File: src/hw/normCorrPkg.sv
package normCorrPkg;

	////////////////////////////////////////////////////////////
	// Lengths
	localparam int subframeLength = 40;   // Samples per window
	localparam int yDepth         = 64;
	localparam int maxLagSpan     = 23;   // Last window still ends inside y

	typedef logic signed [15:0] sample_t;    // Q15
	typedef logic signed [31:0] acc_t;
	typedef logic        [7:0]  lag_t;
	typedef logic        [5:0]  sampleIndex_t;
	typedef logic        [7:0]  busAddr_t;   // Word address
	typedef logic        [31:0] busData_t;

	////////////////////////////////////////////////////////////
	// Register map
	localparam busAddr_t xnBase         = 8'h00;
	localparam busAddr_t yBase          = 8'h40;
	localparam busAddr_t controlAddr    = 8'h80;
	localparam busAddr_t statusAddr     = 8'h81;
	localparam busAddr_t bestLagAddr    = 8'h82;
	localparam busAddr_t bestValuesAddr = 8'h83;

	typedef struct packed {
		logic     cyc;
		logic     stb;
		logic     we;
		busAddr_t adr;
		busData_t dat;
	} wbRequest_t;

	typedef struct packed {
		logic     ack;
		busData_t dat;
	} wbResponse_t;

	typedef struct packed {
		logic         en;
		logic         selY;   // 0 writes xn
		sampleIndex_t index;
		sample_t      sample;
	} sampleWrite_t;

	typedef struct packed {
		logic valid;
		logic first;
		logic last;
	} macControl_t;

	typedef struct packed {
		logic valid;
		lag_t lag;
		logic finalLag;
	} lagTag_t;

	typedef struct packed {
		logic    valid;
		sample_t high;
	} macResult_t;

	typedef struct packed {
		lag_t    lag;
		sample_t correlation;
		sample_t energy;
	} bestResult_t;

	typedef enum logic [1:0] {
		idle,
		issue,
		drain
	} sequencerState_t;

endpackage

File: src/hw/lagMac.sv
`timescale 1ns/1ps

module lagMac
(
	input  logic                     clk,
	input  logic                     reset,
	input  normCorrPkg::macControl_t control,
	input  normCorrPkg::sample_t     a,
	input  normCorrPkg::sample_t     b,
	output normCorrPkg::macResult_t  result
);
	import normCorrPkg::*;

	acc_t               sum;
	acc_t               base;
	acc_t               product;
	acc_t               doubled;
	acc_t               nextSum;
	logic signed [32:0] wideSum;
	logic               resultValid;
	sample_t            resultHigh;

	always_comb
	begin
		product = a * b;
		// L_mult, only -1 * -1 overflows
		if (product == 32'sh4000_0000)
			doubled = 32'sh7FFF_FFFF;
		else
			doubled = product <<< 1;
		base    = control.first ? '0 : sum;
		wideSum = {base[31], base} + {doubled[31], doubled};
		if (wideSum[32] != wideSum[31])
			nextSum = wideSum[32] ? 32'sh8000_0000 : 32'sh7FFF_FFFF;   // Saturate
		else
			nextSum = wideSum[31:0];
	end

	always_ff @(posedge clk)
	begin
		if (control.valid)
			sum <= nextSum;
		if (control.valid && control.last)
			resultHigh <= nextSum[31:16];   // High word only
	end

	always_ff @(posedge clk)
	begin
		if (reset)
			resultValid <= 1'b0;
		else
			resultValid <= control.valid && control.last;
	end

	assign result = '{valid: resultValid, high: resultHigh};

endmodule

File: config.mk
export PLATFORM = sky130hd
export DESIGN_NAME = lagMac
export DESIGN_NICKNAME = d
export VERILOG_FILES = /design/src/hw/normCorrPkg.sv /design/src/hw/lagMac.sv
export SDC_FILE = /design/constraint.sdc
export NUM_CORES = 1
export LEC_CHECK = 0
export BUFFER_PORTS_ARGS = -buffer_cell sky130_fd_sc_hd__buf_2
export CORE_UTILIZATION = 52
export CTS_CLUSTER_SIZE = 10
export DETAILED_ROUTE_END_ITERATION = 8
export GPL_TIMING_DRIVEN = 0
export PLACE_DENSITY = 0.7
export SYNTH_ARGS = -nofsm -noshare
export SYNTH_HDL_FRONTEND = slang
export SYNTH_SLANG_ARGS = --single-unit
File: constraint.sdc
create_clock -name clk -period 11.27 [get_ports clk]
set_input_delay 0.5635 -clock clk [delete_from_list [all_inputs] [get_ports clk]]
set_output_delay 0.5635 -clock clk [all_outputs]
set_load 0.005 [all_outputs]
==> metrics, run 1 <==
clock sinks 49; Critical path buffers and inverters 7; # H-tree levels 2; die area 26500 um2; Max-slew headroom 45.3%; Avg Cell Area, Syn between 9 and 10 um2; status finished, final reports clean; R2R setup slack approximately 7.5 ns; Finished Layout Cells 1816; number of enable flip-flop cells after synthesis 48; GRT Total Usage 25.6%; total placed cells including tap cells 1813; Hold Crit Depth 2; Synth top area share about two fifths; Final min period 10.54 ns; main area contributors after synthesis fa_1, edfxtp_1, ha_1; final hold slack between 0.4 and 0.5 ns; largest net degree at the start of global routing 34; dpl ws -0.0538 ns; Clk Latency, worst-skew pair approximately 0.3 ns; Yosys cell types 67; max cap viols 0; utilization after layout 56.5%; met1 GRT Util between 30% and 40%; clk slew on worst S/H paths 0.07 ns; Die Span X 163 um; row cnt 58; Net count, final 1899; Fill cells 2300; Final Slew Violations 0; depth of the worst register-to-register path 13; FF+latch area ~1500 um2; kind of end point of the critical path flop; Post-Syn Nets around 1800; Worst path max stage delay between 0.5 and 0.6 ns; CTS Buf Count 5; worst path arrival time approximately 11 ns; vias in the first global route between 10000 and 15000; Detailed Routing Iterations Pass 1 5; Req. time, crit path 11.30 ns; DRT antenna net count 0; initial antenna violation count 0; critical path's top delay family adder cells; post-route clock period utilization 93.5%; Die Y approximately 160 um; synth warn 0; area leader, netlist fa_1; first-pass GRT wire length 52600 um; core footprint ~25000 um2; input/output buffers 53; post-synthesis sequential element count 49; measured slew at the worst slew-check pin 0.820 ns; Syn Std Cell Area about 13000 um2; Async SR Flop Fraction 0%; Fmax 0.0949 GHz; synth-to-layout area growth 6.22%; HPWL after DPL 26800 um; clock root buffer clkbuf_16; met3 GRT Util 2.98%; routed wire length 30900 um; grt ovf 0; Max Buffers Root-to-Sink 2; wire per inst around 17 um; Vias/cell roughly 5.5; busiest grt layer met2; via count roughly 10000; final worst-path setup slack between 0.7 and 0.8 ns; CP max FO 10; CP Launch Type input port; met2 Usage GRT between 40% and 50%; number of diodes 0; RSZ-0062 raised after global routing false; Gate Count Post-Synth 1430; initial drt markers around 650; DRC 0; I/O pin total 54; GPL Wtd Cong 0.877; CTS tree done; Worst path slowest cell buf_1; final setup fails 0; Final Skew between 0.008 and 0.009 ns; Hold Path Sink resultValid$_SDFF_PP0_; Worst Hold Class in -> reg; share of cells above drive strength 1 under 10%; r2r endpoint sum[28]$_DFFE_PP_; kind of critical path in -> reg; worst r2r src sum[14]$_DFFE_PP_; Fin. Hold Viols 0; Multi-input gate area 10800 um2; Seq/Total Area, Yosys 10.9%; Initial Util between 50% and 60%; ys flop type edfxtp_1; Crit path top cell by count fa_1; hold path startpoint reset
area by class of cell:
class / count / share of cell area, %
buffer: 50 / 1.63
timing repair buffer: 53 / 1.86
inverter: 247 / 6.50
tap: 330 / 2.89
clock inverter: 2 / 0.123
clock buffer: 6 / 0.973
sequential: 49 / 10.2
multi-input combinational: 1079 / 75.8
stage by stage:
stage	area, um2	TNS [ns]
after floorplan	13400	0
after global placement	14100	-0.0479
after detailed placement	14100	-0.415
after CTS	14300	0
after global routing	14300	0
final	14300	0
registers in the layout, indices dropped and copies added (netlist names):
signal,cells
resultValid,1
sum,32
resultHigh,16
how the worst max path moves through the flow:
stage,from,endpoint,cells after the start
3_5_place_dp,a[10],resultHigh[1]$_DFFE_PP_,38
4_1_cts,a[10],resultHigh[1]$_DFFE_PP_,38
6_report,b[15],sum[28]$_DFFE_PP_,34
5_1_grt,b[6],sum[25]$_DFFE_PP_,35
2_1_floorplan,a[15],resultHigh[10]$_DFFE_PP_,34
3_3_place_gp,a[10],resultHigh[9]$_DFFE_PP_,38
what timing repair did:
| item | CTS | global route |
|---|---|---|
| buffers inserted | 0 | 0 |
| gates resized for setup | 0 | 19 |
| hold buffers | 0 | 0 |
| endpoints found under the hold margin | 0 | 0 |
| endpoints found under the setup margin | 0 | 46 |
logic make-up (layout without fill, tap and decap cells):
| logic type | count (synthesis) | after routing | share of synthesized area [%] |
|---|---|---|---|
| buf+inv | 302 | 358 | 8.71 |
| simple gates | 433 | 433 | 16.6 |
| xor+xnor | 65 | 65 | 4.24 |
| mux | 4 | 4 | 0.298 |
| flops | 49 | 49 | 10.9 |
| fa+ha+maj | 377 | 377 | 49.8 |
| compound gates | 200 | 200 | 9.50 |
synth_stat cells, types with 2 or more instances:
library cell,instances
o31ai_1,6
a41oi_1,3
nor2b_1,37
nor4_1,2
nor3_1,4
and3_1,4
a211o_1,4
o21bai_1,12
a311oi_1,3
inv_1,246
o21a_1,8
nand2b_1,16
or3_1,2
clkbuf_1,41
a211oi_1,3
clkbuf_2,2
o21ai_1,5
fa_1,263
buf_1,2
o211ai_1,5
and2_1,136
o211a_1,2
a21oi_1,60
buf_6,3
xnor2_1,43
o221ai_1,2
nor2_1,36
or2b_1,2
nand3_1,11
a31oi_1,7
a21o_1,18
buf_2,6
ha_1,114
nand4_1,10
a21boi_0,3
nand2_1,162
nand4b_1,2
o21ai_0,45
edfxtp_1,48
mux2i_1,4
xor2_1,22
cell usage in the layout, fill, tap and decap left out, types with 4 or more instances in the layout:
cell type | netlist | layout
o21a_1 | 8 | 8
mux2i_1 | 4 | 4
nand3_1 | 11 | 11
and3_1 | 4 | 4
a21oi_1 | 60 | 60
clkbuf_1 | 41 | 27
inv_1 | 246 | 246
o21ai_0 | 45 | 44
o21ai_1 | 5 | 6
o31ai_1 | 6 | 5
fa_1 | 263 | 263
o211ai_1 | 5 | 5
nand4_1 | 10 | 10
a31oi_1 | 7 | 7
nor3_1 | 4 | 4
clkbuf_2 | 2 | 9
a21o_1 | 18 | 18
xnor2_1 | 43 | 43
buf_1 | 2 | 4
edfxtp_1 | 48 | 48
nand2_1 | 162 | 162
nor2_1 | 36 | 36
ha_1 | 114 | 114
clkbuf_16 | 0 | 5
and2_1 | 136 | 136
nor2b_1 | 37 | 37
xor2_1 | 22 | 22
buf_2 | 6 | 59
nand2b_1 | 16 | 16
o21bai_1 | 12 | 12
a211o_1 | 4 | 4
layer usage:
metal | wire, um | share of wire (%)
met2 | 15100 | 49
met3 | 1630 | 5.3
met1 | 13400 | 43
met5 | 0 | 0
met4 | 768 | 2.5
Power of run 1 is not shown: default switching activity piles up to over one toggle a cycle in this logic, so the estimate is an artifact.
==> inputs of run 2 (changes only) <==
--- a/config.mk
+++ b/config.mk
@@ -5,12 +5,14 @@
 export SDC_FILE = /design/constraint.sdc
 export NUM_CORES = 1
 export LEC_CHECK = 0
+export ABC_AREA = 1
 export BUFFER_PORTS_ARGS = -buffer_cell sky130_fd_sc_hd__buf_2
+export CAP_MARGIN = 0
 export CORE_UTILIZATION = 52
 export CTS_CLUSTER_SIZE = 10
 export DETAILED_ROUTE_END_ITERATION = 8
 export GPL_TIMING_DRIVEN = 0
-export PLACE_DENSITY = 0.7
+export PLACE_DENSITY = 0.76
 export SYNTH_ARGS = -nofsm -noshare
 export SYNTH_HDL_FRONTEND = slang
 export SYNTH_SLANG_ARGS = --single-unit
==> run 2 against run 1 <==
  * Worst setup slack improved by 0.75 ns
  * Final cell count rose by 25%
  * Sequential share of layout area fell by 0.60 points
  * Highest routed layer unchanged
==> metrics, run 2 <==
status finished, final reports clean; Fmax 0.102 GHz; Max Buffers Root-to-Sink 2; first-pass GRT wire length 60000 um; R2R setup slack ~7.7 ns; Fin. Hold Viols 0; post-route clock period utilization 86.9%; Detailed Routing Iterations Pass 1 5; kind of critical path in -> reg; Design Area, Final 15200 um2; Req. time, crit path between 10 and 15 ns; CTS resizes 0; clock sinks between 40 and 50; I/O pin total 54; max cap viols 0; grt ovf 0; Worst Hold Class in -> reg; CP Launch Type input port; kind of end point of the critical path flop; number of diodes 0; CTS tree done; initial drt markers 895; clock root buffer clkbuf_16; final setup fails 0; row cnt 60; max reg flops 32; measured slew at the worst slew-check pin roughly 0.85 ns; most common cell in the netlist nand2_1; Total Negative Setup Slacks 0 ns; Worst path max stage delay ~0.6 ns; Post-Syn Nets 2276; post-synthesis sequential element count between 40 and 50; # H-tree levels 2; synth cell count leaders nand2_1, inv_1, fa_1, ha_1, nor2_1; Initial Util roughly 53%; Crit path top cell by count nand2_1; hold buffer count at cts 0; initial antenna violation count 0; Post-DP Area ~15000 um2; RSZ-0062 raised after global routing false; Max-slew headroom a little over two fifths; DRC 0; Seq/Total Area, Yosys 10.1%; via count 11798; busiest grt layer met2; GRT Total Usage around 27%; Final Slew Violations 0; routed wire length 35500 um; Die Y between 150 and 200 um; largest net degree at the start of global routing 34; CP max FO 10; Yosys cell types 47; total setup buffers inserted after CTS 0; total placed cells including tap cells approximately 2300; met3 GRT Util 3.93%; main area contributors after synthesis fa_1, nand2_1, inv_1; met1 GRT Util 36.2%; Regs by FF count sum (32), resultHigh (16), resultValid (1); area leader, netlist fa_1; die area 28400 um2; input/output buffers 25; Net count, final roughly 2300; synth warn 0; Synth top area share a little over a third; utilization after layout between 50% and 60%; Die Span X approximately 170 um; wire per inst 15.7 um; most frequent cells in the layout nand2_1, inv_1, fa_1, ha_1, nor2_1; ys flop type edfxtp_1; commonest non-fill, non-tap cell in the layout nand2_1; CTS Buf Count 5; Finished Layout Cells roughly 2300; GPL Wtd Cong around 0.94; Final min period a little under 10 ns; HPWL after DPL about 31000 um; clk slew on worst S/H paths approximately 0.07 ns; Syn Std Cell Area approximately 14000 um2; Worst path slowest cell clkbuf_1; largest reg by FF count sum; vias in the first global route approximately 12000; met2 Usage GRT between 40% and 50%; Avg Cell Area, Syn 7.74 um2; worst path arrival time 9.83 ns; number of enable flip-flop cells after synthesis 48; Clk Latency, worst-skew pair around 0.30 ns; Final Skew approximately 0.0089 ns; Gate Count Post-Synth ~1900; DRT antenna net count 0; core footprint 27100 um2; synth-to-layout area growth 5.20%; Vias/cell ~5.2; share of cells above drive strength 1 4.80%; Async SR Flop Fraction 0%
## run 2: metrics by stage
stage	worst slack, ns	hold slack (ns)
after global placement	1.34	0.722
after detailed placement	1.27	0.721
after CTS	1.57	0.402
after floorplan	2.86	0.636
after global routing	0.857	0.398
final	1.47	0.405
## run 2: cells by family (layout without fill, tap and decap cells)
| logic type | after synthesis | in the layout | share of synthesized area, % |
|---|---|---|---|
| AND/OR/NAND/NOR | 696 | 696 | 19.9 |
| buffers and inverters | 549 | 582 | 14.6 |
| adder cells (fa/ha/maj) | 377 | 377 | 46.4 |
| AO/OA/AOI/OAI | 141 | 141 | 5.85 |
| XOR/XNOR | 50 | 50 | 3.14 |
| flip-flops | 49 | 49 | 10.1 |
## run 2: area by class of cell
class,instances,area [um2]
Clock inverter,3,33.8
Timing Repair Buffer,25,125
Clock buffer,5,125
Multi-Input combinational cell,1264,10800
Fill cell,2542,11900
Buffer,74,320
Inverter,475,1780
Sequential cell,49,1460
Tap cell,372,465
## run 2: per-layer routing
metal | vias to the layer above | wire [um] | part of all wire (%)
met5 | - | 0 | 0
met4 | 0 | 1070 | 3.0
met3 | 74 | 2340 | 6.6
met2 | 384 | 16800 | 47
met1 | 5779 | 15400 | 43
li1 | 5561 | - | -
## run 2: path summary, 6_finish.rpt
| check | start | endpoint | cells after the start |
|---|---|---|---|
| worst min-delay path | reset | resultValid$_SDFF_PP0_ | 2 |
| worst max-delay path | a[8] | sum[18]$_DFFE_PP_ | 43 |
| worst min register to register | sum[0]$_DFFE_PP_ | sum[0]$_DFFE_PP_ | 5 |
| worst max register to register | sum[0]$_DFFE_PP_ | sum[18]$_DFFE_PP_ | 17 |
## run 2: critical path, delay by kind of cell
kind,cells,cell delay (ns)
AO/OA/AOI/OAI,4,0.68
adder cells (fa/ha/maj),8,3.78
buffers and inverters,9,1.75
AND/OR/NAND/NOR,22,2.99
Power of run 2 is left out for the same reason.
