File: src/hw/normCorrPkg.sv
package normCorrPkg;

	////////////////////////////////////////////////////////////
	// Lengths
	localparam int subframeLength = 40;   // Samples per window
	localparam int yDepth         = 64;
	localparam int maxLagSpan     = 23;   // Last window still ends inside y

	typedef logic signed [15:0] sample_t;    // Q15
	typedef logic signed [31:0] acc_t;
	typedef logic        [7:0]  lag_t;
	typedef logic        [5:0]  sampleIndex_t;
	typedef logic        [7:0]  busAddr_t;   // Word address
	typedef logic        [31:0] busData_t;

	////////////////////////////////////////////////////////////
	// Register map
	localparam busAddr_t xnBase         = 8'h00;
	localparam busAddr_t yBase          = 8'h40;
	localparam busAddr_t controlAddr    = 8'h80;
	localparam busAddr_t statusAddr     = 8'h81;
	localparam busAddr_t bestLagAddr    = 8'h82;
	localparam busAddr_t bestValuesAddr = 8'h83;

	typedef struct packed {
		logic     cyc;
		logic     stb;
		logic     we;
		busAddr_t adr;
		busData_t dat;
	} wbRequest_t;

	typedef struct packed {
		logic     ack;
		busData_t dat;
	} wbResponse_t;

	typedef struct packed {
		logic         en;
		logic         selY;   // 0 writes xn
		sampleIndex_t index;
		sample_t      sample;
	} sampleWrite_t;

	typedef struct packed {
		logic valid;
		logic first;
		logic last;
	} macControl_t;

	typedef struct packed {
		logic valid;
		lag_t lag;
		logic finalLag;
	} lagTag_t;

	typedef struct packed {
		logic    valid;
		sample_t high;
	} macResult_t;

	typedef struct packed {
		lag_t    lag;
		sample_t correlation;
		sample_t energy;
	} bestResult_t;

	typedef enum logic [1:0] {
		idle,
		issue,
		drain
	} sequencerState_t;

endpackage

File: src/hw/lagSequencer.sv
`timescale 1ns/1ps

module lagSequencer
(
	input  logic                      clk,
	input  logic                      reset,
	input  logic                      start,
	input  normCorrPkg::lag_t         tMin,
	input  normCorrPkg::lag_t         tMax,
	output normCorrPkg::sampleIndex_t xnIndex,
	output normCorrPkg::sampleIndex_t yIndex,
	output normCorrPkg::macControl_t  macControl,
	output normCorrPkg::lagTag_t      lagTag
);
	import normCorrPkg::*;

	sequencerState_t state;
	lag_t            lagCount;
	lag_t            lagOffset;
	sampleIndex_t    jCount;
	logic            lastPair;
	logic            finalLag;
	macControl_t     issueControl;
	lagTag_t         issueTag;
	lagTag_t         tagStage;

	assign lastPair  = jCount == sampleIndex_t'(subframeLength - 1);
	assign finalLag  = lagCount == tMax;
	assign lagOffset = tMax - lagCount;   // Window start for this lag

	assign xnIndex = jCount;
	assign yIndex  = lagOffset[5:0] + jCount;

	always_comb
	begin
		issueControl.valid = state == issue;
		issueControl.first = (state == issue) && (jCount == '0);
		issueControl.last  = (state == issue) && lastPair;
		issueTag.valid     = (state == issue) && lastPair;
		issueTag.lag       = lagCount;
		issueTag.finalLag  = finalLag;
	end

	always_ff @(posedge clk)
	begin
		if (reset)
		begin
			state      <= idle;
			lagCount   <= '0;
			jCount     <= '0;
			macControl <= '0;
			tagStage   <= '0;
			lagTag     <= '0;
		end
		else
		begin
			macControl <= issueControl;   // Lines up with the sample read
			tagStage   <= issueTag;
			lagTag     <= tagStage;       // Meets the MAC results
			case (state)
				idle:
					if (start)
					begin
						lagCount <= tMin;
						jCount   <= '0;
						state    <= issue;
					end
				issue:
					if (lastPair)
					begin
						jCount   <= '0;
						lagCount <= lagCount + 8'd1;
						if (finalLag)
							state <= drain;
					end
					else
						jCount <= jCount + 6'd1;
				drain:
					if (lagTag.valid && lagTag.finalLag)   // Last tag has left
						state <= idle;
				default:
					state <= idle;
			endcase
		end
	end

endmodule

File: config.mk
export PLATFORM = sky130hd
export DESIGN_NAME = lagSequencer
export DESIGN_NICKNAME = d
export VERILOG_FILES = /design/src/hw/normCorrPkg.sv /design/src/hw/lagSequencer.sv
export SDC_FILE = /design/constraint.sdc
export NUM_CORES = 1
export LEC_CHECK = 0
export ABC_AREA = 1
export BUFFER_PORTS_ARGS = -buffer_cell sky130_fd_sc_hd__buf_4
export CORE_ASPECT_RATIO = 2
export CORE_MARGIN = 8
export CORE_UTILIZATION = 49
export CTS_CLUSTER_SIZE = 24
export DETAILED_ROUTE_END_ITERATION = 8
export PLACE_DENSITY = 0.76
export SYNTH_ARGS = -nofsm -noshare
export SYNTH_HDL_FRONTEND = slang
export SYNTH_SLANG_ARGS = --single-unit
export TNS_END_PERCENT = 30
File: constraint.sdc
create_clock -name clk -period 2.3 [get_ports clk]
set_clock_uncertainty 0.15 [all_clocks]
set_input_delay 0.345 -clock clk [delete_from_list [all_inputs] [get_ports clk]]
set_output_delay 0.345 -clock clk [all_outputs]
set_load 0.05 [all_outputs]
==> results of run 1 <==
[worst min-delay path: cells and delay by family]
kind,cells,cell delay (ns)
compound gates,2,0.15
buf+inv,1,0.08
[how the worst max path moves through the flow]
stage	end	cells after the start	slack (ns)
floorplan	yIndex[5]	10	-0.28
global placement	yIndex[5]	13	-0.30
detailed placement	yIndex[5]	12	-0.35
CTS	yIndex[5]	11	-0.45
global route	yIndex[5]	12	-0.54
finish	yIndex[5]	11	-0.41
[stage by stage]
stage                     instances  utilization [%]  setup TNS, ns  hold WS (ns)
after floorplan                 275                -        -0.9352        0.2383
after global placement          388            65.38        -0.8714        0.2414
after detailed placement        388            65.38         -1.096        0.2421
after CTS                       396            68.26         -1.670        0.1709
after global routing            396            68.26         -1.905        0.1802
final                           396            68.26         -1.481        0.1716
[flip-flops by register name, indices dropped and copies added, names as in the netlist]
| name | cells |
|---|---|
| lagCount | 8 |
| lagTag | 10 |
| macControl | 2 |
| state | 2 |
| tagStage | 10 |
| xnIndex | 6 |
[layer usage]
| metal | vias up | track usage, % | part of all wire [%] |
|---|---|---|---|
| met5 | - | 0 | 0 |
| met4 | 0 | 10.34 | 5.1 |
| met3 | 15 | 3.448 | 3.7 |
| met2 | 46 | 31.72 | 59 |
| met1 | 847 | 15.09 | 33 |
| li1 | 987 | - | - |
[cells by family (layout without fill, tap and decap cells)]
group           Yosys count  in the layout  share of synthesized area [%]
simple gates            120            120                          25.90
compound gates           32             32                          10.04
buf+inv                  60            129                          11.96
xor+xnor                  7              7                          2.945
flops                    38             38                          36.54
fa+ha+maj                18             18                          12.62
[synth_stat cells]
master,n
buf_6,1
nor2_8,1
a22o_2,2
xor2_1,4
a21oi_1,9
o211ai_1,2
buf_4,1
inv_1,53
nor2_4,1
or2_2,1
a31oi_1,4
ha_1,13
fa_1,5
xnor2_1,3
a32o_1,1
a21boi_0,1
o21ai_2,2
dfxtp_1,38
nand2_2,1
buf_2,2
o21ai_0,7
nor2_1,38
o21ai_1,2
nand4_1,6
inv_2,1
clkinv_1,1
nand3b_1,1
nand3_1,16
nand2_4,2
nand2_1,52
o21bai_1,1
o21ai_4,1
nand3_2,1
clkbuf_8,1
[power groups by stage]
stage / combinational, uW / sequential, uW / clock, uW
6_report: 873 / 717 / 462
5_1_grt: 941 / 720 / 503
4_1_cts: 881 / 717 / 483
3_5_place_dp: 834 / 732 / 0
3_3_place_gp: 819 / 731 / 0
2_1_floorplan: 544 / 771 / 0
[layout make-up]
type	count	area, um^2	area share [%]
Multi-Input combinational cell	177	1132	40.58
Sequential cell	38	777.0	27.85
Timing Repair Buffer	66	514.2	18.43
Inverter	55	206.4	7.399
Clock buffer	6	82.58	2.960
Tap cell	52	65.06	2.332
Clock inverter	2	12.51	0.4484
[what timing repair did]
| item | 4_1_cts | 5_1_grt |
|---|---|---|
| gates resized for setup | 7 | 0 |
| pin swaps | 1 | 3 |
| gates cloned | 0 | 0 |
| setup endpoints to repair | 5 | 5 |
| hold buffers | 0 | 0 |
| buffers inserted | 0 | 0 |
==> metrics.txt, run 1 <==
worst hold endpoint lagCount[7]; Tmin final around 2.7 ns; Max-Slew Margin vs Limit 70.89%; die area approximately 6700 um^2; CTS tree built; Final WS setup -0.4129 ns; power density over the cells 735.3 nW/um^2; most frequent cells in the layout buf_4 (61), nand2_1 (51), inv_1 (50), nor2_1 (38), dfxtp_1 (33); syn nets ~310; Internal Power roughly 1300 uW; DP Area roughly 2700 um^2; r2r endpoint state[1]; Die Ht 108.2 um; Synth Cell Area around 2100 um^2; Fin. Hold Viols 0; reg2reg path depth 9; pre-CTS WS -0.3481 ns; Flop pwr share 34.9%; Worst-path clk slew around 0.070 ns; Core ar. between 4000 and 5000 um^2; sequential fraction of the synthesis area 36.54%; Routed WL approximately 5.2 mm; Synth top area share 36.54%; Root Driver clkbuf_8; initial DRC count 51; reg2reg setup slack between 0.4 and 0.5 ns; RSZ-0062 raised after global routing yes; Routed Antenna Nets 0; drt pass-1 iters 7; Antenna Cells 0; worst skew pair latency 0.29 ns; Final Power 2052 uW; All-Layer GR Usage between 15 and 20%; GRT Residual Overflow 0; combinational share of power 42.5%; Final Cell Area around 2800 um^2; area leader, netlist dfxtp_1; Worst path top cell family by delay adder cells; failing checks setup timing; IO buf count 43; Startpoint Class flop; MaxCap Viol Count 0; fmax ~0.37 GHz; YS warnings 0; FILL cells 355; Synth Register Bits 38; critical path endpoint category output pin; CP peak stage delay around 0.52 ns; Sw Ratio around 38%; Gate Count Post-Synth about 280; Clock power frac 22.5%; via count around 1900; worst hold-check path type in2reg; reg2reg start lagCount[4]; largest net degree at the start of global routing 27; CTS Sinks 38; width of the die about 62 um; Worst Path Max Fanout 2; routability cong. slightly below 0.9; synth top area cells dfxtp_1 (37%), inv_1 (9.6%), nand2_1 (9.4%); post-DP HPWL approximately 4.3 mm; global-route wire length before repair between 8 and 9 mm; P_sw between 700 and 800 uW; Starting Density between 50% and 60%; wire per inst around 13 um; Arr. time, crit path about 2.2 ns; cells along the critical path inv_2 -> fa_1 -> inv_2 -> ha_1 -> nand3_1 -> nand3b_1 -> nand2_1 -> a21boi_2 -> o21bai_1 -> nand2_2 -> buf_6; CTS buffer count 5; Final setup viols 5; most common cell after layout, fill and taps aside buf_4; DRC violations left 0; Layout area overhead 34.01%; Worst VDD drop 0.0006763 V; initial antenna violation count 0; CTS max path bufs 2; Ports 44; Most Frequent Cell on Critical Path inv_2; worst hold stages 3; Cell variety after synth 34; via/cell ratio 4.785; H-tree depth 2; vias in the first global route around 1900; Setup CP Type reg2out; final net count 380; Crit. Startpoint xnIndex[1]; Slowest-stage cell, CP fa_1; Worst Path Buf+Inv 3; final slew viol count 0; row cnt 33; share of layout cells above drive strength 1 29.94%; period utilization 118.0%; average size of a mapped cell between 7 and 8 um^2; Hold Path Origin tMin[7]; status complete, but fails checks; LEAKAGE 0.001356 uW; CP required roughly 1.8 ns; actual slew at the worst max-slew pin roughly 0.44 ns
Note: power is estimated with default switching activity, not from simulation.
==> run 2: changes to the inputs <==
RECOVER_POWER = 50   (was unset)
==> run 2 against run 1 <==
The run still ends with setup timing left. Highest routed layer unchanged. Power down 0.36%. Non-clock buffer count unchanged. Sequential cell count unchanged. Critical path depth unchanged. Sequential share of layout area up 0.46 points.
==> metrics.txt, run 2 (synthesis results as in run 1) <==
power density over the cells 744.7 nW/um^2 (+1.3%); Setup TNS Final -1.480 ns (+0.001110 ns); Tmin final 2.713 ns (-0.0002220 ns); width of the die 62.09 um (unchanged); wire per inst 13.20 um (+0.35%); postcts setup bufs 0 (unchanged); status complete, but fails checks; initial antenna violation count 0 (unchanged); LEAKAGE 0.001306 uW (-3.7%); Worst-path clk slew 0.07 ns (about the same); via/cell ratio 4.798 (+0.26%); Core ar. 4088 um^2 (unchanged); drt pass-1 iters 6 (-1); crit path to yIndex[5]; Worst Path Max Fanout 2 (unchanged); r2r endpoint state[1]; most frequent cells in the layout nand2_1 (51), inv_1 (50), buf_4 (49), nor2_1 (38), dfxtp_1 (33); largest net degree at the start of global routing 27 (unchanged); reg2reg setup slack 0.43 ns (-0.02 ns); top flop regs lagTag: 10 flops, tagStage: 10 flops, lagCount: 8 flops; placed insts 388 (unchanged); IO buf count 43 (unchanged); worst skew pair latency 0.29 ns (about the same); reg2reg start lagCount[4]; CP peak stage delay 0.52 ns (about the same); H-tree depth 2 (unchanged); fmax 0.3686 GHz (about the same); Arr. time, crit path 2.22 ns (about the same); CTS max path bufs 2 (unchanged); Final WS setup -0.4127 ns (+0.0002220 ns); final std cells w/o fill 396 (unchanged); Fin. Hold Viols 0 (unchanged); Final Power 2044 uW (-0.36%); row cnt 33 (unchanged); cells along the critical path inv_2 -> fa_1 -> inv_2 -> ha_1 -> nand3_1 -> nand3b_1 -> nand2_1 -> a21boi_2 -> o21bai_1 -> nand2_2 -> buf_6; Routed WL 5.229 mm (+0.35%); Routed Antenna Nets 0 (unchanged); Crit. Startpoint xnIndex[1]; worst hold-check path type in2reg; Root Driver clkbuf_8; Ports 44 (unchanged); critical path endpoint category output pin; final slew viol count 0 (unchanged); RSZ-0062 raised after global routing yes; reg2reg path depth 9 (unchanged); GRT Residual Overflow 0 (unchanged); CTS Sinks 38 (unchanged); Final setup viols 5 (unchanged); period utilization 117.9% (about the same); Most Frequent Cell on Critical Path inv_2; initial DRC count 53 (+3.9%); most common cell after layout, fill and taps aside nand2_1; post-DP HPWL 4.321 mm (unchanged); via count 1900 (+0.26%); vias in the first global route 1916 (unchanged); Setup CP Type reg2out; Max-Slew Margin vs Limit 14.52% (-56 points); Worst VDD drop 0.0006763 V (about the same); Starting Density 50.93% (unchanged); routability cong. 0.8728 (unchanged); global-route wire length before repair 8.418 mm (unchanged); final net count 380 (unchanged); All-Layer GR Usage 16.91% (unchanged); CP required 1.80 ns (about the same); failing checks setup timing; Antenna Cells 0 (unchanged); Slowest-stage cell, CP fa_1; CTS tree built; DRC violations left 0 (unchanged); CTS buffer count 5 (unchanged); share of layout cells above drive strength 1 26.45% (-3.5 points); Die Ht 108.2 um (unchanged); post-route core utilization 67.16% (-1.1 points); MaxCap Viol Count 0 (unchanged); Startpoint Class flop; actual slew at the worst max-slew pin 1.282 ns (+0.8466 ns); die area 6717 um^2 (unchanged); Layout area overhead 31.85%
==> run 2: changes by cell type in the layout (fill, tap and decap cells not counted) <==
cell / previous run / this run
buf_4: 61 / 49
clkbuf_1: 0 / 12
==> run 2: timing repair <==
item / 4_1_cts / 5_1_grt
pin swaps: 1 / 3
gates resized for setup: 7 / 0
endpoints found under the setup margin: 5 / 5
hold buffers: 0 / 0
endpoints found under the hold margin: 0 / 0
cloned: 0 / 0
==> run 2: worst min-delay path by stage <==
stage,from,end,slack (ns),cells after the start
2_1_floorplan,tagStage[0],lagTag[0],0.24,2
3_3_place_gp,tagStage[2],lagTag[2],0.24,2
3_5_place_dp,tagStage[0],lagTag[0],0.24,2
4_1_cts,tMin[7],lagCount[7],0.17,3
5_1_grt,tMin[6],lagCount[6],0.18,3
6_report,tMin[7],lagCount[7],0.17,3
==> run 2: metrics by stage <==
step | setup WS, ns | hold slack [ns] | instance area [um^2]
CTS | -0.4535 | 0.1709 | 2790
finish | -0.4127 | 0.1719 | 2745
global placement | -0.2956 | 0.2414 | 2673
detailed placement | -0.3481 | 0.2421 | 2673
global route | -0.5431 | 0.1802 | 2745
floorplan | -0.2755 | 0.2383 | 2155
==> run 2: final cells by class <==
| class | instances | area [um^2] |
|---|---|---|
| inverter | 55 | 206.4 |
| fill | 373 | 1343 |
| sequential | 38 | 777.0 |
| clock inverter | 2 | 12.51 |
| multi-input combinational | 177 | 1132 |
| clock buffer | 6 | 82.58 |
| tap | 52 | 65.06 |
| timing repair buffer | 66 | 469.2 |
==> run 2: worst max-delay path, delay by kind of cell, from the launching register on <==
family                   cells  cell delay (ns)
adder cells (fa/ha/maj)      2             0.80
AND/OR/NAND/NOR              4             0.33
buffers and inverters        3             0.24
AO/OA/AOI/OAI                2             0.21
flip-flops                   1             0.35
==> run 2: where the power goes <==
group / switching [uW] / total (uW) / leakage [uW] / internal [uW]
clock: 222 / 462 / 0.0000472 / 240
combinational: 530 / 865 / 0.000945 / 336
sequential: 22.6 / 717 / 0.000314 / 694
==> run 2: layer usage <==
layer  GRT usage (%)  wire length (um)  vias up
li1                -                 -      985
met1           15.09              1728      850
met2           31.72              3023       49
met3           3.448               206       16
met4           10.34               270        0
met5               0                 0        -
