`src/hw/normCorrPkg.sv`:
```
package normCorrPkg;

	////////////////////////////////////////////////////////////
	// Lengths
	localparam int subframeLength = 40;   // Samples per window
	localparam int yDepth         = 64;
	localparam int maxLagSpan     = 23;   // Last window still ends inside y

	typedef logic signed [15:0] sample_t;    // Q15
	typedef logic signed [31:0] acc_t;
	typedef logic        [7:0]  lag_t;
	typedef logic        [5:0]  sampleIndex_t;
	typedef logic        [7:0]  busAddr_t;   // Word address
	typedef logic        [31:0] busData_t;

	////////////////////////////////////////////////////////////
	// Register map
	localparam busAddr_t xnBase         = 8'h00;
	localparam busAddr_t yBase          = 8'h40;
	localparam busAddr_t controlAddr    = 8'h80;
	localparam busAddr_t statusAddr     = 8'h81;
	localparam busAddr_t bestLagAddr    = 8'h82;
	localparam busAddr_t bestValuesAddr = 8'h83;

	typedef struct packed {
		logic     cyc;
		logic     stb;
		logic     we;
		busAddr_t adr;
		busData_t dat;
	} wbRequest_t;

	typedef struct packed {
		logic     ack;
		busData_t dat;
	} wbResponse_t;

	typedef struct packed {
		logic         en;
		logic         selY;   // 0 writes xn
		sampleIndex_t index;
		sample_t      sample;
	} sampleWrite_t;

	typedef struct packed {
		logic valid;
		logic first;
		logic last;
	} macControl_t;

	typedef struct packed {
		logic valid;
		lag_t lag;
		logic finalLag;
	} lagTag_t;

	typedef struct packed {
		logic    valid;
		sample_t high;
	} macResult_t;

	typedef struct packed {
		lag_t    lag;
		sample_t correlation;
		sample_t energy;
	} bestResult_t;

	typedef enum logic [1:0] {
		idle,
		issue,
		drain
	} sequencerState_t;

endpackage

```
`src/hw/wishboneRegs.sv`:
```
`timescale 1ns/1ps

module wishboneRegs
(
	input  logic                      clk,
	input  logic                      reset,
	input  normCorrPkg::wbRequest_t   wbIn,
	output normCorrPkg::wbResponse_t  wbOut,
	output normCorrPkg::sampleWrite_t sampleWrite,
	output logic                      start,
	output normCorrPkg::lag_t         tMin,
	output normCorrPkg::lag_t         tMax,
	input  logic                      runDone,
	input  normCorrPkg::bestResult_t  best
);
	import normCorrPkg::*;

	logic     ack;
	logic     busy;
	logic     done;
	logic     rangeError;
	logic     cycleActive;
	logic     writeAck;
	logic     controlWrite;
	logic     rangeBad;
	logic     inXn;
	logic     inY;
	lag_t     reqMin;
	lag_t     reqMax;
	lag_t     reqSpan;
	busData_t readData;
	busData_t readReg;

	assign cycleActive  = wbIn.cyc && wbIn.stb;
	assign writeAck     = ack && cycleActive && wbIn.we;   // Master still holds the request
	assign inXn         = (wbIn.adr - xnBase) < subframeLength;
	assign inY          = (wbIn.adr - yBase) < yDepth;

	// Start request fields
	assign reqMin       = wbIn.dat[7:0];
	assign reqMax       = wbIn.dat[15:8];
	assign reqSpan      = reqMax - reqMin;
	assign rangeBad     = (reqMax < reqMin) || (reqSpan > maxLagSpan);
	assign controlWrite = writeAck && (wbIn.adr == controlAddr) && wbIn.dat[16] && !busy;

	// Sample loads are dropped during a run
	always_comb
	begin
		sampleWrite.en     = writeAck && !busy && (inXn || inY);
		sampleWrite.selY   = inY;
		sampleWrite.index  = sampleIndex_t'(wbIn.adr);   // Both bases are 64-word aligned
		sampleWrite.sample = wbIn.dat[15:0];
	end

	always_comb
	begin
		case (wbIn.adr)
			statusAddr:     readData = {29'd0, rangeError, done, busy};
			bestLagAddr:    readData = {24'd0, best.lag};
			bestValuesAddr: readData = {best.correlation, best.energy};
			default:        readData = '0;
		endcase
	end

	always_ff @(posedge clk)
	begin
		if (reset)
		begin
			ack        <= 1'b0;
			busy       <= 1'b0;
			done       <= 1'b0;
			rangeError <= 1'b0;
			start      <= 1'b0;
		end
		else
		begin
			ack   <= cycleActive && !ack;   // Single-cycle ack with no wait states
			start <= 1'b0;
			if (runDone)
			begin
				busy <= 1'b0;
				done <= 1'b1;
			end
			if (controlWrite)
			begin
				if (rangeBad)
					rangeError <= 1'b1;
				else
				begin
					rangeError <= 1'b0;
					done       <= 1'b0;
					busy       <= 1'b1;
					start      <= 1'b1;
				end
			end
		end
	end

	always_ff @(posedge clk)
	begin
		if (cycleActive && !ack)
			readReg <= readData;
		if (controlWrite && !rangeBad)
		begin
			tMin <= reqMin;
			tMax <= reqMax;
		end
	end

	assign wbOut.ack = ack;
	assign wbOut.dat = readReg;

endmodule

```
`config.mk`:
```
export PLATFORM = sky130hd
export DESIGN_NAME = wishboneRegs
export DESIGN_NICKNAME = d
export VERILOG_FILES = /design/src/hw/normCorrPkg.sv /design/src/hw/wishboneRegs.sv
export SDC_FILE = /design/constraint.sdc
export NUM_CORES = 1
export LEC_CHECK = 0
export BUFFER_PORTS_ARGS = -buffer_cell sky130_fd_sc_hd__clkbuf_2
export CORE_MARGIN = 5
export CORE_UTILIZATION = 43
export DETAILED_ROUTE_END_ITERATION = 8
export PLACE_DENSITY = 0.89
export SYNTH_ARGS = -nofsm -noshare
export SYNTH_HDL_FRONTEND = slang
export SYNTH_SLANG_ARGS = --single-unit
```
`constraint.sdc`:
```
create_clock -name clk -period 4.12 [get_ports clk]
set_clock_uncertainty 0.2 [all_clocks]
set_input_delay 0.618 -clock clk [delete_from_list [all_inputs] [get_ports clk]]
set_output_delay 0.618 -clock clk [all_outputs]
set_load 0.01 [all_outputs]
```
==> results of run 1 <==
## flip-flops by register name, summed over array words and instances, names as in the netlist
signal      flops
ack             1
busy            1
rangeError      1
done            1
readReg        32
start           1
tMax            8
tMin            8
## routing by layer
metal,GRT usage,share of wire
met5,0,0
met4,0.0474,0.0058
met3,0.0274,0.066
met2,0.264,0.55
met1,0.172,0.38
## power by group through the flow
| stage | sequential, mW | combinational, mW | clock, mW |
|---|---|---|---|
| 6_report | 0.604 | 0.150 | 0.288 |
| 5_1_grt | 0.605 | 0.165 | 0.318 |
| 4_1_cts | 0.604 | 0.152 | 0.300 |
| 3_5_place_dp | 0.616 | 0.151 | 0 |
| 3_3_place_gp | 0.615 | 0.146 | 0 |
| 2_1_floorplan | 0.624 | 0.0804 | 0 |
## area by class of cell
cell class | instances | area share
clock inverters | 2 | 0.00419
clock buffers | 6 | 0.0221
flip-flops and latches | 53 | 0.469
inverters | 11 | 0.0126
repair buffers | 146 | 0.224
well taps | 75 | 0.0285
multi-input cells | 109 | 0.240
## how the worst max path moves through the flow
stage                   end  startpoint  slack [ns]
floorplan           tMax[0]     wbIn[3]        0.87
global placement    tMin[7]     wbIn[8]        0.85
detailed placement  tMax[3]     wbIn[3]        0.78
CTS                 tMin[7]     wbIn[8]        1.09
global route        tMax[2]     wbIn[8]        1.00
finish              tMax[0]     wbIn[8]        1.11
## cell usage after synthesis, drive strengths merged, types with 2 or more instances
| cell | instances | area (um2) |
|---|---|---|
| nor3b | 2 | 15.0 |
| nand4b | 2 | 17.5 |
| nand3b | 2 | 15.0 |
| clkbuf | 3 | 11.3 |
| dfxtp | 5 | 100 |
| edfxtp | 48 | 1440 |
| and2 | 24 | 150 |
| o21a | 2 | 15.0 |
| inv | 11 | 41.3 |
| a22o | 5 | 43.8 |
| nor2b | 4 | 25.0 |
| nor3 | 5 | 25.0 |
| a22oi | 3 | 22.5 |
| o21ai | 4 | 20.0 |
| ha | 9 | 113 |
| nor2 | 12 | 45.0 |
| nand2 | 7 | 26.3 |
| nand2b | 3 | 18.8 |
| buf | 24 | 180 |
| mux2 | 4 | 45.0 |
| a2111oi | 2 | 36.3 |
| a21oi | 5 | 25.0 |
## cells by family (layout without fill, tap and decap cells)
logic type	Yosys count	in the layout	share of synthesized area
AOI/OAI and AO/OA	29	29	0.0899
adders and majority gates	10	10	0.0518
buffers and inverters	38	165	0.0909
DFF	53	53	0.602
muxes	4	4	0.0176
and+or+nand+nor	66	66	0.148
## per-stage QoR
stage	hold WS (ns)	std cells	total power, mW
finish	0.300	402	1.04
global route	0.310	402	1.09
CTS	0.305	402	1.06
detailed placement	0.289	394	0.767
global placement	0.282	394	0.761
floorplan	0.244	200	0.705
==> flow_metrics.py, run 1 <==
metrics = {
    "clock_network": {
        "clock-sinks": 53,
        "clk_latency_ns": 0.30,
        "cts_max_level": 2,
        "clockBufferDepth": 2,
        "postCtsSetupBuffers": 0,
        "cts_resized": 0,
        "clkTransAtPathRegs_ns": 0.09,
        "cts_made_buffers": 5,
        "cts-root-buf": "clkbuf_8",
        "cts_hold_buffers": 0,
        "cts_tree": "done",
    },
    "global_route": {
        "grt_pass1_vias": 1831,
        "antenna_found_initial": 0,
        "grt_pass1_wl_um": 8550,
        "overflow": 0,
        "grt_usage": 0.145,
        "grt_max_degree": 33,
    },
    "floorplanning": {
        "rows": 28,
        "start_util": 0.438,
        "die_h_um": 87.2,
        "boundaryPins": 160,
        "dieArea_mm2": 0.00760,
        "fp.dieW_um": 87.2,
        "core_mm2": 0.00585,
    },
    "place": {
        "dpl_cell_area_mm2": 0.00320,
        "port_buffers": 144,
        "dp_hpwl_um": 4680,
        "gp_congestion": 0.801,
        "place_ws_ns": 0.779,
    },
    "logic_synthesis": {
        "synth_warnings": 0,
        "synthesis.area_mm2": 0.00256,
        "synthCells": 200,
        "syn_avg_cell_area_um2": 12.8,
        "synth_nets": 296,
        "async_flop_share": 0,
        "synth_seq_area_share": 0.602,
        "ys_ff_latch": 53,
        "ys_types": 38,
        "synth_flop_cell": "edfxtp_1",
        "synth_edf_count": 48,
    },
    "finish": {
        "fillers": 514,
        "area_growth_pct": 28.4,
        "fin_nets": 422,
        "n_antenna_cell": 0,
        "post-route-util": 0.562,
        "final_cell_mix": "144 x clkbuf_2, 48 x edfxtp_1, 24 x and2_1",
        "final_common_cell": "clkbuf_2",
        "multiInputGateArea_um2": 790,
        "drive_gt1_frac": 0.492,
        "seq_area_mm2": 0.00154,
        "design_area_mm2": 0.00329,
    },
    "hold_path": {
        "holdPathStages": 1,
        "hp-start": "ack",
        "min_path_type": "reg -> reg",
        "min_to": "ack",
    },
    "critical_path": {
        "rr_endpoint": "tMax[0]",
        "reg2reg_depth": 6,
        "cp-start-kind": "input port",
        "r2r_start": "ack",
        "ff2ff_setup_slack_ns": 1.46,
        "worst-setup-path-type": "in -> reg",
        "critPathMaxStageDelay_ns": 0.50,
        "cp-end-kind": "register",
        "crit_arrival_ns": 2.81,
        "cp.buffers_inverters": 3,
        "cp_max_fo": 16,
        "crit_slowest_cell": "or4_4",
        "crit_family": "compound AO/OA/AOI/OAI gates",
        "worstPathRequired_ns": 3.92,
        "path_cells": "clkbuf_2 -> inv_1 -> ha_1 -> fa_1 -> nand2b_1 -> a21oi_1 -> o21a_1 -> or4_4 -> a2111oi_4 -> buf_4",
        "cp.depth": 10,
    },
    "sta": {
        "rsz0062_at_grt": "false",
        "setup_ws_ns": 1.11,
        "period_needed_ns": 3.01,
        "setup_viol": 0,
        "slew_violations": 0,
        "worst_pin_slew_ns": 0.780,
        "fmax_ghz": 0.332,
        "slew_headroom": 0.480,
        "hold_viol": 0,
        "fin_setup_tns_ns": 0,
        "finalCritPeriodShare": 0.731,
    },
    "power": {
        "sw_frac_of_total": 0.242,
        "pwr-share-seq": 0.579,
        "ir_drop_mv": 0.137,
        "leakage_nw": 1.51,
        "p_comb_frac": 0.144,
        "power_frac_clock": 0.277,
        "switchingPower_uw": 252,
        "internal_power_uw": 790,
        "power_per_cell_area_mw_per_mm2": 317,
    },
    "outcome": {
        "status": "finished clean",
    },
    "detailed_routing": {
        "avgRoutedWirePerCell_um": 14.5,
        "wl_um": 5820,
        "avgViaCountPerCell": 4.78,
        "vias": 1921,
        "drtIter0Drc": 52,
        "firstDrtPassIters": 4,
        "post-route-drc-count": 0,
        "drtAntennaViolNets": 0,
    },
    "run": {
        "cap_violations": 0,
    },
}
Note: power is estimated with default switching activity, not from simulation.
==> run 2: changes to the inputs <==
==> constraint.sdc (replaced) <==
create_clock -name clk -period 2.9 [get_ports clk]
set_clock_uncertainty 0.2 [all_clocks]
set_input_delay 0.435 -clock clk [delete_from_list [all_inputs] [get_ports clk]]
set_output_delay 0.435 -clock clk [all_outputs]
set_load 0.01 [all_outputs]
==> run 2 against run 1 <==
Compared with the run above: wire length rose by 4.5%; utilization rose by 2.2 points; clock-buffer cell count fell by 1; worst setup slack got worse by 0.84 ns; clock power rose by 71%; non-clock buffer count rose by 3; via count rose by 4.3%; largest power group unchanged; highest routed layer unchanged.
==> flow_metrics.py, run 2 (synthesis results as in run 1) <==
metrics = {
    "floorplanning": {
        "boundaryPins": 160,
        "die_h_um": 87.2,
        "fp.dieW_um": 87.2,
        "rows": 28,
        "start_util": 0.438,
        "dieArea_mm2": 0.00760,
        "core_mm2": 0.00585,
    },
    "finish": {
        "final_cell_mix": "144 x clkbuf_2, 48 x edfxtp_1, 24 x and2_1",
        "area_growth_pct": 33.3,
        "largest_registers": "readReg x32, tMax x8, tMin x8",
        "largest_register": "readReg",
        "fillers": 483,
        "n_antenna_cell": 0,
        "final_common_cell": "clkbuf_2",
        "drive_gt1_frac": 0.524,
        "largest_reg_flops": 32,
        "fin_cells": 405,
        "fin_nets": 425,
        "design_area_mm2": 0.00341,
    },
    "critical_path": {
        "worst-setup-path-type": "in -> reg",
        "cp-start-kind": "input port",
        "cp-end-kind": "register",
        "cp-startpoint": "wbIn[8]",
        "r2r_start": "ack",
        "crit_arrival_ns": 2.43,
        "cp_max_fo": 12,
        "ff2ff_setup_slack_ns": 0.35,
        "worstPathRequired_ns": 2.70,
    },
    "sta": {
        "slew_violations": 0,
        "worst_pin_slew_ns": 0.581,
        "setup_ws_ns": 0.270,
        "rsz0062_at_grt": "false",
        "setup_viol": 0,
        "hold_ws_ns": 0.137,
        "period_needed_ns": 2.63,
        "fmax_ghz": 0.380,
        "finalCritPeriodShare": 0.907,
        "slew_headroom": 0.612,
        "hold_viol": 0,
    },
    "global_route": {
        "overflow": 0,
        "grt_pass1_vias": 1972,
        "grt_pass1_wl_um": 9200,
        "grt_max_degree": 33,
        "antenna_found_initial": 0,
        "grt_usage": 0.155,
    },
    "clock_network": {
        "clock-sinks": 53,
        "clockBufferDepth": 2,
        "postCtsSetupBuffers": 0,
        "cts_max_level": 2,
        "cts_made_buffers": 5,
        "cts_resized": 0,
        "clk_latency_ns": 0.30,
        "cts_tree": "done",
        "clkTransAtPathRegs_ns": 0.10,
        "cts-root-buf": "clkbuf_8",
        "cts_hold_buffers": 0,
    },
    "detailed_routing": {
        "drtIter0Drc": 44,
        "avgViaCountPerCell": 4.95,
        "avgRoutedWirePerCell_um": 15.0,
        "post-route-drc-count": 0,
        "firstDrtPassIters": 4,
        "vias": 2004,
        "wl_um": 6080,
        "drtAntennaViolNets": 0,
    },
    "place": {
        "port_buffers": 144,
        "placed_cells": 397,
        "place_ws_ns": -0.0507,
        "dp_hpwl_um": 5010,
        "gp_congestion": 0.811,
        "dpl_cell_area_mm2": 0.00330,
    },
    "hold_path": {
        "min_path_type": "in -> reg",
        "hp-start": "wbIn[7]",
    },
    "power": {
        "power_mw": 1.58,
        "leakage_nw": 1.54,
        "power_per_cell_area_mw_per_mm2": 464,
        "ir_drop_mv": 0.220,
    },
    "outcome": {
        "status": "finished clean",
    },
    "run": {
        "cap_violations": 0,
    },
}
-- run 2: metrics by stage --
stage | utilization | TNS (ns)
after floorplan | - | -1.60
after global placement | 0.565 | 0
after detailed placement | 0.565 | -0.605
after CTS | 0.584 | 0
after global routing | 0.584 | 0
final | 0.584 | 0
-- run 2: where the power goes --
part	leakage [nW]	internal [mW]	switching, mW
Sequential	0.466	0.851	0.00640
Combinational	1.02	0.110	0.125
Clock	0.0518	0.254	0.237
-- run 2: area by class of cell --
cell class | count | area (um2) | area share
clock inverters | 3 | 41.3 | 0.0121
multi-input cells | 109 | 857 | 0.251
well taps | 75 | 93.8 | 0.0275
clock buffers | 5 | 68.8 | 0.0202
flip-flops and latches | 53 | 1540 | 0.451
repair buffers | 149 | 758 | 0.222
inverters | 11 | 53.8 | 0.0158
-- run 2: routing by layer --
layer | GRT usage | wire (um) | vias up
met2 | 0.281 | 3130 | 98
li1 | - | - | 952
met3 | 0.0331 | 536 | 4
met5 | 0 | 0 | -
met4 | 0.0418 | 51 | 0
met1 | 0.184 | 2370 | 950
-- run 2: worst paths after layout --
kind | endpoint | depth (start not counted)
worst min register to register | done | 2
worst min-delay path | tMin[7] | 1
worst max register to register | tMax[3] | 6
worst max-delay path | tMax[3] | 10
-- run 2: worst max-delay path, stage by stage --
cell and delay [ns]:
clkbuf_2 0.16, inv_12 0.08, ha_4 0.12, fa_2 0.17
nand2b_4 0.12, a21oi_2 0.05, o21a_1 0.20, or4_4 0.43
a2111oi_4 0.39, buf_4 0.28
==> run 3: changes to the inputs <==
--- a/config.mk
+++ b/config.mk
@@ -5,11 +5,12 @@
 export SDC_FILE = /design/constraint.sdc
 export NUM_CORES = 1
 export LEC_CHECK = 0
+export ABC_CLOCK_PERIOD_IN_PS = 2900
 export BUFFER_PORTS_ARGS = -buffer_cell sky130_fd_sc_hd__clkbuf_2
 export CORE_MARGIN = 5
 export CORE_UTILIZATION = 43
 export DETAILED_ROUTE_END_ITERATION = 8
-export PLACE_DENSITY = 0.89
+export PLACE_DENSITY_LB_ADDON = 0.2
 export SYNTH_ARGS = -nofsm -noshare
 export SYNTH_HDL_FRONTEND = slang
 export SYNTH_SLANG_ARGS = --single-unit
==> run 3 against run 2 <==
Compared with the run above: clock power is 1% higher; combinational power shrank 3%; power barely moved; largest power group unchanged; register-to-register slack better by 0.08 ns; largest cell class unchanged; critical path depth stayed put.
==> flow_metrics.py, run 3 (synthesis results as in run 1) <==
metrics = {
    "sta": {
        "fmax_ghz": 0.383,
        "setup_ws_ns": 0.292,
        "hold_viol": 0,
        "worst_pin_slew_ns": 0.730,
        "fin_setup_tns_ns": 0,
        "finalCritPeriodShare": 0.899,
        "period_needed_ns": 2.61,
        "rsz0062_at_grt": "false",
        "setup_viol": 0,
        "slew_headroom": 0.512,
        "slew_violations": 0,
    },
    "hold_path": {
        "hp-start": "wbIn[3]",
        "min_path_type": "in -> reg",
        "holdPathStages": 1,
        "min_to": "tMin[3]",
    },
    "power": {
        "power_per_cell_area_mw_per_mm2": 462,
        "switchingPower_uw": 364,
        "p_comb_frac": 0.144,
        "sw_frac_of_total": 0.230,
        "power_frac_clock": 0.315,
        "leakage_nw": 1.54,
        "internal_power_mw": 1.22,
        "ir_drop_mv": 0.244,
        "pwr-share-seq": 0.542,
    },
    "detailed_routing": {
        "avgRoutedWirePerCell_um": 14.4,
        "firstDrtPassIters": 4,
        "post-route-drc-count": 0,
        "drtIter0Drc": 64,
        "wl_um": 5820,
        "avgViaCountPerCell": 4.74,
        "vias": 1921,
        "drtAntennaViolNets": 0,
    },
    "finish": {
        "seq_area_mm2": 0.00154,
        "fillers": 512,
        "final_cell_mix": "144 x clkbuf_2, 48 x edfxtp_1, 24 x and2_1",
        "n_antenna_cell": 0,
        "multiInputGateArea_um2": 857,
        "largest_register": "readReg",
        "largest_registers": "readReg x32, tMax x8, tMin x8",
        "area_growth_pct": 33.9,
        "largest_reg_flops": 32,
        "fin_nets": 425,
        "final_common_cell": "clkbuf_2",
        "drive_gt1_frac": 0.524,
    },
    "clock_network": {
        "clk_latency_ns": 0.29,
        "clock-sinks": 53,
        "clockBufferDepth": 2,
        "cts_tree": "done",
        "cts_max_level": 2,
        "clkTransAtPathRegs_ns": 0.10,
        "cts_hold_buffers": 0,
        "postCtsSetupBuffers": 0,
        "cts-root-buf": "clkbuf_8",
        "cts_resized": 0,
        "cts_made_buffers": 5,
    },
    "critical_path": {
        "crit_arrival_ns": 2.43,
        "worst-setup-path-type": "in -> reg",
        "cp-end-kind": "register",
        "path_cells": "clkbuf_2 -> inv_12 -> ha_4 -> fa_2 -> nand2b_4 -> a21oi_2 -> o21a_1 -> or4_4 -> a2111oi_4 -> buf_4",
        "ff2ff_setup_slack_ns": 0.43,
        "r2r_start": "ack",
        "cp-start-kind": "input port",
        "cp-startpoint": "wbIn[8]",
        "rr_endpoint": "tMax[5]",
        "worstPathRequired_ns": 2.72,
        "reg2reg_depth": 6,
        "crit_slowest_cell": "a2111oi_4",
        "critPathMaxStageDelay_ns": 0.44,
        "cp_max_fo": 6,
    },
    "place": {
        "port_buffers": 144,
        "gp_congestion": 0.822,
        "place_ws_ns": -0.0409,
        "dp_hpwl_um": 4650,
    },
    "global_route": {
        "grt_usage": 0.151,
        "overflow": 0,
        "grt_max_degree": 33,
        "grt_pass1_vias": 1864,
        "grt_pass1_wl_um": 8890,
        "antenna_found_initial": 0,
    },
    "run": {
        "cap_violations": 0,
    },
    "floorplanning": {
        "core_mm2": 0.00585,
        "dieArea_mm2": 0.00760,
        "rows": 28,
        "fp.dieW_um": 87.2,
        "boundaryPins": 160,
        "start_util": 0.438,
        "die_h_um": 87.2,
    },
    "outcome": {
        "status": "finished clean",
    },
}
==> run 3: changes by cell type in the layout (fill, tap and decap cells not counted) <==
cell,previous run,this run
clkbuf_1,0,1
buf_4,5,4
buf_12,0,1
clkinv_4,0,1
clkinvlp_4,1,0
clkinv_1,1,0
==> run 3: stage by stage <==
| stage | area, um2 | hold WS, ns | util | power, mW | std cells |
|---|---|---|---|---|---|
| global placement | 3320 | 0.285 | 0.567 | 1.10 | 397 |
| detailed placement | 3320 | 0.283 | 0.567 | 1.11 | 397 |
| finish | 3430 | 0.136 | 0.586 | 1.58 | 405 |
| CTS | 3430 | 0.128 | 0.586 | 1.60 | 405 |
| global route | 3430 | 0.124 | 0.586 | 1.66 | 405 |
| floorplan | 2640 | 0.244 | - | 1.02 | 200 |
==> run 3: area by class of cell <==
type,instances,share of cell area
Inverter,11,0.0157
Tap cell,75,0.0274
Multi-Input combinational cell,109,0.250
Clock buffer,6,0.0212
Sequential cell,53,0.450
Clock inverter,2,0.0113
Timing Repair Buffer,149,0.225
==> run 3: routing by layer <==
metal,track usage,share of wire
met3,0.0426,0.10
met5,0,0
met1,0.190,0.40
met4,0.0335,0.0043
met2,0.260,0.49
==> run 3: how the worst max path moves through the flow <==
stage          depth (start not counted)      end  slack [ns]
3_5_place_dp                          10  tMax[5]       -0.04
3_3_place_gp                          10  tMin[5]      -0.004
2_1_floorplan                          8  tMax[0]       -0.10
4_1_cts                               10  tMax[5]        0.28
5_1_grt                               10  tMax[5]        0.23
6_report                              10  tMax[5]        0.29
==> run 3: power by group through the flow <==
stage	sequential (mW)	combinational, mW	clock, mW
2_1_floorplan	0.887	0.128	0
3_3_place_gp	0.875	0.227	0
3_5_place_dp	0.876	0.229	0
4_1_cts	0.858	0.231	0.512
5_1_grt	0.860	0.252	0.550
6_report	0.858	0.228	0.498
==> run 3: worst max-delay path, delay by kind of cell <==
family / cells / cell delay [ns]
AO/OA/AOI/OAI: 3 / 0.68
AND/OR/NAND/NOR: 2 / 0.56
buffers and inverters: 3 / 0.46
adder cells (fa/ha/maj): 2 / 0.29
